[src/dg_pkg.sv]
`default_nettype none

package dg_pkg;

    // lattice size
    localparam int unsigned code_distance_x = 3;   // rows
    localparam int unsigned code_distance_z = 2;   // columns
    localparam int unsigned measurement_rounds = 3;   // layers
    localparam int unsigned pu_count = code_distance_x * code_distance_z * measurement_rounds;

    // address is {layer, row, column}
    localparam int unsigned per_dim_bit_width = 2;
    localparam int unsigned address_width = 3 * per_dim_bit_width;

    // neighbor index of each direction
    localparam int unsigned neighbor_count = 6;
    localparam int unsigned dir_north = 0;
    localparam int unsigned dir_south = 1;
    localparam int unsigned dir_west = 2;
    localparam int unsigned dir_east = 3;
    localparam int unsigned dir_down = 4;
    localparam int unsigned dir_up = 5;

    // growth needed to fill a link along each axis
    localparam int unsigned weight_x = 2;   // north/south
    localparam int unsigned weight_z = 2;   // east/west
    localparam int unsigned weight_m = 2;   // up/down, between rounds
    localparam int unsigned growth_width = 2;

    typedef logic [address_width-1:0] address_t;
    typedef logic [growth_width-1:0] growth_t;

    typedef enum logic [2:0] {
        stage_idle = 3'd0,
        stage_measurement_loading = 3'd1,
        stage_grow = 3'd2,
        stage_merge = 3'd3
    } stage_t;

    typedef enum logic [1:0] {
        link_internal = 2'd0,
        link_boundary = 2'd1,
        link_none = 2'd2   // open end, never grows
    } link_kind_t;

    typedef struct packed {
        logic defect;
        address_t root;
        logic touching_boundary;
    } pu_state_t;

    typedef struct packed {
        logic fully_grown;
        address_t root;   // far unit's root
        logic touching_boundary;
    } link_view_t;

    // position in the flat per-unit vectors
    function automatic int unsigned pu_index(int unsigned row, int unsigned col,
                                             int unsigned layer);
        return row * code_distance_z + col + layer * code_distance_z * code_distance_x;
    endfunction

    function automatic address_t pu_address(int unsigned row, int unsigned col,
                                            int unsigned layer);
        return {layer[per_dim_bit_width-1:0], row[per_dim_bit_width-1:0],
                col[per_dim_bit_width-1:0]};
    endfunction

endpackage

`default_nettype wire

[src/neighbor_link.sv]
`timescale 1ns/100ps
`default_nettype none

module neighbor_link #(
    parameter dg_pkg::link_kind_t kind = dg_pkg::link_internal,
    parameter int unsigned weight = dg_pkg::weight_x
) (
    input  logic clk,
    input  logic rst_n,
    input  dg_pkg::stage_t global_stage,
    input  dg_pkg::pu_state_t a_state,
    input  dg_pkg::pu_state_t b_state,
    output dg_pkg::link_view_t a_view,
    output dg_pkg::link_view_t b_view
);

    generate
        if (kind == dg_pkg::link_none) begin : g_none
            // lattice edge without a boundary, the endpoint never sees it grown
            assign a_view = '0;
            assign b_view = '0;
        end else begin : g_grow
            dg_pkg::growth_t growth;
            dg_pkg::growth_t growth_next;
            logic [1:0] inc;   // endpoints with a defect this cycle
            logic [dg_pkg::growth_width:0] sum;
            logic fully_grown;

            always_comb begin
                sum = {1'b0, growth} + {1'b0, inc};
                if (sum >= weight) begin
                    growth_next = dg_pkg::growth_t'(weight);   // saturate
                end else begin
                    growth_next = sum[dg_pkg::growth_width-1:0];
                end
            end

            always_ff @(posedge clk) begin
                if (!rst_n) begin
                    growth <= '0;
                    fully_grown <= 1'b0;
                end else begin
                    case (global_stage)
                        dg_pkg::stage_measurement_loading: begin
                            growth <= '0;
                            fully_grown <= 1'b0;
                        end
                        dg_pkg::stage_grow: begin
                            growth <= growth_next;
                            fully_grown <= (growth_next == dg_pkg::growth_t'(weight));
                        end
                        default: begin
                        end
                    endcase
                end
            end

            if (kind == dg_pkg::link_internal) begin : g_internal
                assign inc = {1'b0, a_state.defect} + {1'b0, b_state.defect};

                // each side sees the other side's cluster
                assign a_view = '{
                    fully_grown: fully_grown,
                    root: b_state.root,
                    touching_boundary: b_state.touching_boundary
                };
                assign b_view = '{
                    fully_grown: fully_grown,
                    root: a_state.root,
                    touching_boundary: a_state.touching_boundary
                };
            end else begin : g_boundary
                assign inc = {1'b0, a_state.defect};

                // own root echoed back so the minimum is not disturbed
                assign a_view = '{
                    fully_grown: fully_grown,
                    root: a_state.root,
                    touching_boundary: fully_grown
                };
                assign b_view = '0;   // no far side
            end
        end
    endgenerate

endmodule

`default_nettype wire

[src/processing_unit.sv]
`timescale 1ns/100ps
`default_nettype none

module processing_unit #(
    parameter dg_pkg::address_t address = '0
) (
    input  logic clk,
    input  logic rst_n,
    input  dg_pkg::stage_t global_stage,
    input  logic measurement,
    input  dg_pkg::link_view_t views [dg_pkg::neighbor_count],
    output dg_pkg::pu_state_t state,
    output logic busy
);

    logic defect;
    dg_pkg::address_t root;
    logic touching_boundary;
    dg_pkg::address_t root_next;
    logic touching_boundary_next;
    logic root_changed;
    logic boundary_changed;

    // smallest root and boundary contact over the fully grown links
    always_comb begin
        root_next = root;
        touching_boundary_next = touching_boundary;
        for (int n = 0; n < dg_pkg::neighbor_count; n++) begin
            if (views[n].fully_grown) begin
                if (views[n].root < root_next) begin
                    root_next = views[n].root;
                end
                touching_boundary_next = touching_boundary_next | views[n].touching_boundary;
            end
        end
    end

    assign root_changed = (root_next != root);
    assign boundary_changed = (touching_boundary_next != touching_boundary);

    always_ff @(posedge clk) begin
        if (!rst_n) begin
            defect <= 1'b0;
            root <= address;
            touching_boundary <= 1'b0;
            busy <= 1'b0;
        end else begin
            case (global_stage)
                dg_pkg::stage_measurement_loading: begin
                    defect <= measurement;
                    root <= address;   // every unit starts as its own cluster
                    touching_boundary <= 1'b0;
                    busy <= 1'b0;
                end
                dg_pkg::stage_merge: begin
                    root <= root_next;
                    touching_boundary <= touching_boundary_next;
                    busy <= root_changed | boundary_changed;   // not settled yet
                end
                default: begin
                end
            endcase
        end
    end

    assign state = '{
        defect: defect,
        root: root,
        touching_boundary: touching_boundary
    };

endmodule

`default_nettype wire

[src/decoding_graph.sv]
`timescale 1ns/100ps
`default_nettype none

module decoding_graph (
    input  logic clk,
    input  logic rst_n,
    input  dg_pkg::stage_t global_stage,
    input  logic [dg_pkg::pu_count-1:0] measurements,
    output dg_pkg::address_t [dg_pkg::pu_count-1:0] roots,
    output logic [dg_pkg::pu_count-1:0] touching_boundary,
    output logic [dg_pkg::pu_count-1:0] busy
);

    dg_pkg::pu_state_t states [dg_pkg::pu_count];
    dg_pkg::link_view_t views [dg_pkg::pu_count][dg_pkg::neighbor_count];

    // units, indexed by row * columns + column + layer * layer size
    for (genvar k = 0; k < dg_pkg::measurement_rounds; k++) begin : g_pu_layer
        for (genvar i = 0; i < dg_pkg::code_distance_x; i++) begin : g_pu_row
            for (genvar j = 0; j < dg_pkg::code_distance_z; j++) begin : g_pu_col
                processing_unit #(
                    .address(dg_pkg::pu_address(i, j, k))
                ) unit_i (
                    .clk(clk),
                    .rst_n(rst_n),
                    .global_stage(global_stage),
                    .measurement(measurements[dg_pkg::pu_index(i, j, k)]),
                    .views(views[dg_pkg::pu_index(i, j, k)]),
                    .state(states[dg_pkg::pu_index(i, j, k)]),
                    .busy(busy[dg_pkg::pu_index(i, j, k)])
                );

                assign roots[dg_pkg::pu_index(i, j, k)] = states[dg_pkg::pu_index(i, j, k)].root;
                assign touching_boundary[dg_pkg::pu_index(i, j, k)] =
                    states[dg_pkg::pu_index(i, j, k)].touching_boundary;
            end
        end
    end

    // north/south links, open at both ends of each column
    for (genvar k = 0; k < dg_pkg::measurement_rounds; k++) begin : g_ns_layer
        for (genvar i = 0; i <= dg_pkg::code_distance_x; i++) begin : g_ns_row
            for (genvar j = 0; j < dg_pkg::code_distance_z; j++) begin : g_ns_col
                if (i == 0) begin : g_first
                    neighbor_link #(
                        .kind(dg_pkg::link_none),
                        .weight(dg_pkg::weight_x)
                    ) link_i (
                        .clk(clk),
                        .rst_n(rst_n),
                        .global_stage(global_stage),
                        .a_state(states[dg_pkg::pu_index(i, j, k)]),
                        .b_state('0),
                        .a_view(views[dg_pkg::pu_index(i, j, k)][dg_pkg::dir_south]),
                        .b_view()
                    );
                end else if (i < dg_pkg::code_distance_x) begin : g_inner
                    neighbor_link #(
                        .kind(dg_pkg::link_internal),
                        .weight(dg_pkg::weight_x)
                    ) link_i (
                        .clk(clk),
                        .rst_n(rst_n),
                        .global_stage(global_stage),
                        .a_state(states[dg_pkg::pu_index(i - 1, j, k)]),
                        .b_state(states[dg_pkg::pu_index(i, j, k)]),
                        .a_view(views[dg_pkg::pu_index(i - 1, j, k)][dg_pkg::dir_north]),
                        .b_view(views[dg_pkg::pu_index(i, j, k)][dg_pkg::dir_south])
                    );
                end else begin : g_last
                    neighbor_link #(
                        .kind(dg_pkg::link_none),
                        .weight(dg_pkg::weight_x)
                    ) link_i (
                        .clk(clk),
                        .rst_n(rst_n),
                        .global_stage(global_stage),
                        .a_state(states[dg_pkg::pu_index(i - 1, j, k)]),
                        .b_state('0),
                        .a_view(views[dg_pkg::pu_index(i - 1, j, k)][dg_pkg::dir_north]),
                        .b_view()
                    );
                end
            end
        end
    end

    // east/west links, boundary at both ends of each row
    for (genvar k = 0; k < dg_pkg::measurement_rounds; k++) begin : g_ew_layer
        for (genvar i = 0; i < dg_pkg::code_distance_x; i++) begin : g_ew_row
            for (genvar j = 0; j <= dg_pkg::code_distance_z; j++) begin : g_ew_col
                if (j == 0) begin : g_first
                    neighbor_link #(
                        .kind(dg_pkg::link_boundary),
                        .weight(dg_pkg::weight_z)
                    ) link_i (
                        .clk(clk),
                        .rst_n(rst_n),
                        .global_stage(global_stage),
                        .a_state(states[dg_pkg::pu_index(i, j, k)]),
                        .b_state('0),
                        .a_view(views[dg_pkg::pu_index(i, j, k)][dg_pkg::dir_west]),
                        .b_view()
                    );
                end else if (j < dg_pkg::code_distance_z) begin : g_inner
                    neighbor_link #(
                        .kind(dg_pkg::link_internal),
                        .weight(dg_pkg::weight_z)
                    ) link_i (
                        .clk(clk),
                        .rst_n(rst_n),
                        .global_stage(global_stage),
                        .a_state(states[dg_pkg::pu_index(i, j - 1, k)]),
                        .b_state(states[dg_pkg::pu_index(i, j, k)]),
                        .a_view(views[dg_pkg::pu_index(i, j - 1, k)][dg_pkg::dir_east]),
                        .b_view(views[dg_pkg::pu_index(i, j, k)][dg_pkg::dir_west])
                    );
                end else begin : g_last
                    neighbor_link #(
                        .kind(dg_pkg::link_boundary),
                        .weight(dg_pkg::weight_z)
                    ) link_i (
                        .clk(clk),
                        .rst_n(rst_n),
                        .global_stage(global_stage),
                        .a_state(states[dg_pkg::pu_index(i, j - 1, k)]),
                        .b_state('0),
                        .a_view(views[dg_pkg::pu_index(i, j - 1, k)][dg_pkg::dir_east]),
                        .b_view()
                    );
                end
            end
        end
    end

    // up/down links between rounds, boundary below the first round
    for (genvar k = 0; k <= dg_pkg::measurement_rounds; k++) begin : g_ud_layer
        for (genvar i = 0; i < dg_pkg::code_distance_x; i++) begin : g_ud_row
            for (genvar j = 0; j < dg_pkg::code_distance_z; j++) begin : g_ud_col
                if (k == 0) begin : g_first
                    neighbor_link #(
                        .kind(dg_pkg::link_boundary),
                        .weight(dg_pkg::weight_m)
                    ) link_i (
                        .clk(clk),
                        .rst_n(rst_n),
                        .global_stage(global_stage),
                        .a_state(states[dg_pkg::pu_index(i, j, k)]),
                        .b_state('0),
                        .a_view(views[dg_pkg::pu_index(i, j, k)][dg_pkg::dir_down]),
                        .b_view()
                    );
                end else if (k < dg_pkg::measurement_rounds) begin : g_inner
                    neighbor_link #(
                        .kind(dg_pkg::link_internal),
                        .weight(dg_pkg::weight_m)
                    ) link_i (
                        .clk(clk),
                        .rst_n(rst_n),
                        .global_stage(global_stage),
                        .a_state(states[dg_pkg::pu_index(i, j, k - 1)]),
                        .b_state(states[dg_pkg::pu_index(i, j, k)]),
                        .a_view(views[dg_pkg::pu_index(i, j, k - 1)][dg_pkg::dir_up]),
                        .b_view(views[dg_pkg::pu_index(i, j, k)][dg_pkg::dir_down])
                    );
                end else begin : g_last
                    // nothing above the last round
                    neighbor_link #(
                        .kind(dg_pkg::link_none),
                        .weight(dg_pkg::weight_m)
                    ) link_i (
                        .clk(clk),
                        .rst_n(rst_n),
                        .global_stage(global_stage),
                        .a_state(states[dg_pkg::pu_index(i, j, k - 1)]),
                        .b_state('0),
                        .a_view(views[dg_pkg::pu_index(i, j, k - 1)][dg_pkg::dir_up]),
                        .b_view()
                    );
                end
            end
        end
    end

endmodule

`default_nettype wire

[config.mk]
export PLATFORM = sky130hd
export DESIGN_NAME = decoding_graph
export DESIGN_NICKNAME = d
export VERILOG_FILES = /design/src/dg_pkg.sv /design/src/neighbor_link.sv /design/src/processing_unit.sv /design/src/decoding_graph.sv
export SDC_FILE = /design/constraint.sdc
export NUM_CORES = 1
export LEC_CHECK = 0
export BUFFER_PORTS_ARGS = -buffer_cell sky130_fd_sc_hd__buf_2
export CAP_MARGIN = 20
export CELL_PAD_IN_SITES_DETAIL_PLACEMENT = 1
export CELL_PAD_IN_SITES_GLOBAL_PLACEMENT = 1
export CORE_AREA = 2 2 364 330
export CTS_BUF_LIST = sky130_fd_sc_hd__clkbuf_8
export DETAILED_ROUTE_END_ITERATION = 10
export DIE_AREA = 0 0 366 332
export PLACE_DENSITY_LB_ADDON = 0.1
export SLEW_MARGIN = 10
export SYNTH_ARGS = -nofsm -noshare
export SYNTH_HDL_FRONTEND = slang
export SYNTH_SLANG_ARGS = --single-unit
[constraint.sdc]
create_clock -name clk -period 14.65 [get_ports clk]
set_clock_uncertainty 0.1 [all_clocks]
set_input_delay 2.93 -clock clk [delete_from_list [all_inputs] [get_ports clk]]
set_output_delay 2.93 -clock clk [all_outputs]
set_load 0.05 [all_outputs]
==> results.toml <==
[power]
clkPwrFrac_pct = 47.5
seq_power_share_pct = 41.5
p_per_area_nw_per_um2 = 57.7
p_int_uw = 1570
ir_worst_vdd_v = 0.0000514
p_sw_share_pct = 30.8
comb_power_share_pct = 11.0
p_sw_uw = 701
power.total_uw = 2270
p_leak_uw = 0.0163

[route]
vias = 35600
routed_wl_um = 166000
drt-vias-per-instance = 5.62
routedWlPerCell_um = 26.2
drt_first_pass_iters = 6
drc = 0
drt_iter0_markers = 2421
postRouteAntennaNets = 0

[layout]
drive_gt1_share_pct = 11.9
fin_nets = 5212
num-fill-cells = 14500
final_util_pct = 33.3
area_growth_pct = 12.0

[clock_network]
root_buffer = "clkbuf_8"
cts-resized-gates = 0
clockBufferDepth = 3
cts_hold_buf = 0
clk_pin_slew_ns = 0.06
cts.sinks = 333
post_cts_buffers = 0
cts_tree = "yes"
cts_htree_levels = 3
numCtsBuffers = 74
insertion_delay_ns = 0.73

[synthesis]
synth_compound_area_share_pct = 28.0
synthTopCellsByArea = "dfxtp_1, ha_1, nor2_1"
synth-edff-count = 0
synthAdderAreaFrac_pct = 18.7
ys_warn_count = 0
seq_area_frac_synth_pct = 19.0
ys_seq_elements = 333
synth_top_area_cell = "dfxtp_1"
yosys.area.top_type_share_pct = 19.0
synthesis.area_um2 = 35100
synthArstFlopShare_pct = 0
synthCells = 4588
synth-main-ff-cell = "dfxtp_1"
synthMuxAreaShare_pct = 7.64
synthSimpleGateAreaFrac_pct = 15.7
synth.distinct_cells = 112
synth.avg_cell_area_um2 = 7.66
synth_nets = 5109
synthXorXnorAreaFrac_pct = 2.67
synth_top_family_by_area = "compound AO/OA/AOI/OAI gates"

[placement]
post-dp-hpwl_um = 122000
globalplace.congestion = 0.866
io_buffer_count = 166

[timing]
fmax_mhz = 78.8
post-route-min-period_ns = 12.70
tns_ns = 0
worstMarginPinSlew_ns = 1.22
slew_headroom_pct = 16.3
fin_crit_sh_pct = 86.7
setup_viol = 0
drv_slew = 0
finalHoldViolCount = 0
rsz0062_at_grt = "false"

[floorplan]
core_area_um2 = 118000
num_rows = 120
die_x_um = 366
start_util_pct = 29.8
design.die.area_um2 = 122000
num_io_pins = 167
die_h_um = 332

[global_routing]
antenna_found_initial = 5
grt_overflow = 0
grt_pass1_vias = 35700
grt_pass1_wl_um = 244000
grtUsageTotal_pct = 26.5
grt_max_degree = 230

[critical_path]
start_kind = "flop"
cp_data_arrival_time_ns = 13.20
cpPeakStageDelay_ns = 0.82
end_kind = "flop"
critPathRequiredTime_ns = 15.15
path_class = "reg -> reg"
path_delay_family = "compound AO/OA/AOI/OAI gates"
worst_path_most_repeated_cell = "ha_1"
cp_max_fo = 15
crit_buf_inv = 4
cpMaxStageDelayCell = "dfxtp_1"

[flow_run]
maxCapViolCount = 0

[worst_hold_path]
hold_path_class = "reg -> reg"

[outcome]
status = "finished, final reports clean"
-- power by group through the flow --
stage | Sequential [µW] | Combinational, µW | Clock [µW]
2_1_floorplan | 955 | 167 | 0
3_3_place_gp | 963 | 246 | 0
3_5_place_dp | 963 | 249 | 0
4_1_cts | 944 | 250 | 1120
5_1_grt | 945 | 276 | 1160
6_report | 943 | 249 | 1080
-- through the flow --
stage               std cells  hold slack [ns]  worst slack [ns]  cell area (µm²)
floorplan                4588            0.326              3.56            35100
global placement         6198            0.370              2.47            37900
detailed placement       6198            0.381              2.09            37900
CTS                      6322            0.394              2.07            39300
global route             6326            0.409             0.991            39300
finish                   6328            0.389              1.95            39400
-- path summary, 6_finish.rpt --
path,from,to,slack [ns],cells past startpoint
max reg2reg,flop,flop,1.95,54
min reg2reg,flop,flop,0.39,2
max,flop,flop,1.95,54
min,flop,flop,0.39,2
-- routing by layer --
| metal | track usage [%] | part of all wire [%] | up-vias | wire length (µm) |
|---|---|---|---|---|
| li1 | - | - | 16800 | - |
| met1 | 36.4 | 47 | 17800 | 78500 |
| met2 | 43.0 | 45 | 800 | 74900 |
| met3 | 2.77 | 4.1 | 209 | 6880 |
| met4 | 9.25 | 3.3 | 0 | 5520 |
| met5 | 0 | 0 | - | 0 |
-- kinds of logic (layout without fill, tap and decap cells) --
family          Yosys count  after routing
buf+inv                 742            893
flops                   333            333
simple gates           1201           1201
mux                     259            259
compound gates         1440           1440
other cells               0              3
xor+xnor                107            107
fa+ha+maj               506            506
-- layout make-up --
type | instances | area [µm²] | area share, %
antenna | 3 | 7.51 | 0.0191
clock buffer | 85 | 1170 | 2.97
clock inverter | 39 | 275 | 0.700
inverter | 461 | 1740 | 4.42
multi-input combinational | 3513 | 25600 | 65.0
sequential | 333 | 6670 | 16.9
tap | 1586 | 1980 | 5.04
timing repair buffer | 308 | 1920 | 4.88
-- cells in the mapped netlist (all sizes together) (24+ instances only) --
cell type / number
a21o: 84
a21oi: 390
o21a: 56
o22ai: 40
a311oi: 68
mux2i: 194
a32oi: 61
clkbuf: 217
nor3: 58
mux2: 65
ha: 465
nand3b: 26
buf: 64
nand2: 302
o21ai: 269
and2: 24
a22oi: 108
a31oi: 37
nand4: 37
a211oi: 42
nor2b: 31
xnor2: 87
nand2b: 53
dfxtp: 333
o211ai: 43
fa: 33
nand3: 44
nor2: 519
inv: 448
-- worst min-delay path, cell delays in order, from the launching register on --
cell and delay, ns:
dfxtp_1 0.32, a32oi_1 0.06, nor2_1 0.07
-- cells in the final DEF, fill, tap and decap left out, types with 30 or more instances in the layout --
| master | instances |
|---|---|
| nor2_1 | 515 |
| inv_1 | 468 |
| ha_1 | 465 |
| a21oi_1 | 386 |
| dfxtp_1 | 333 |
| nand2_1 | 301 |
| o21ai_0 | 260 |
| mux2i_1 | 192 |
| buf_2 | 166 |
| buf_4 | 140 |
| a22oi_1 | 108 |
| xnor2_1 | 87 |
| clkbuf_8 | 85 |
| a21o_1 | 84 |
| a311oi_1 | 66 |
| mux2_2 | 64 |
| a32oi_1 | 61 |
| nor3_1 | 57 |
| o21a_1 | 56 |
| nand2b_1 | 51 |
| nand3_1 | 44 |
| o211ai_1 | 41 |
| o22ai_1 | 40 |
| nand4_1 | 37 |
| a31oi_1 | 36 |
| a211oi_1 | 35 |
| fa_1 | 33 |
| nor2b_1 | 30 |
Note: power is estimated with default switching activity, not from simulation.
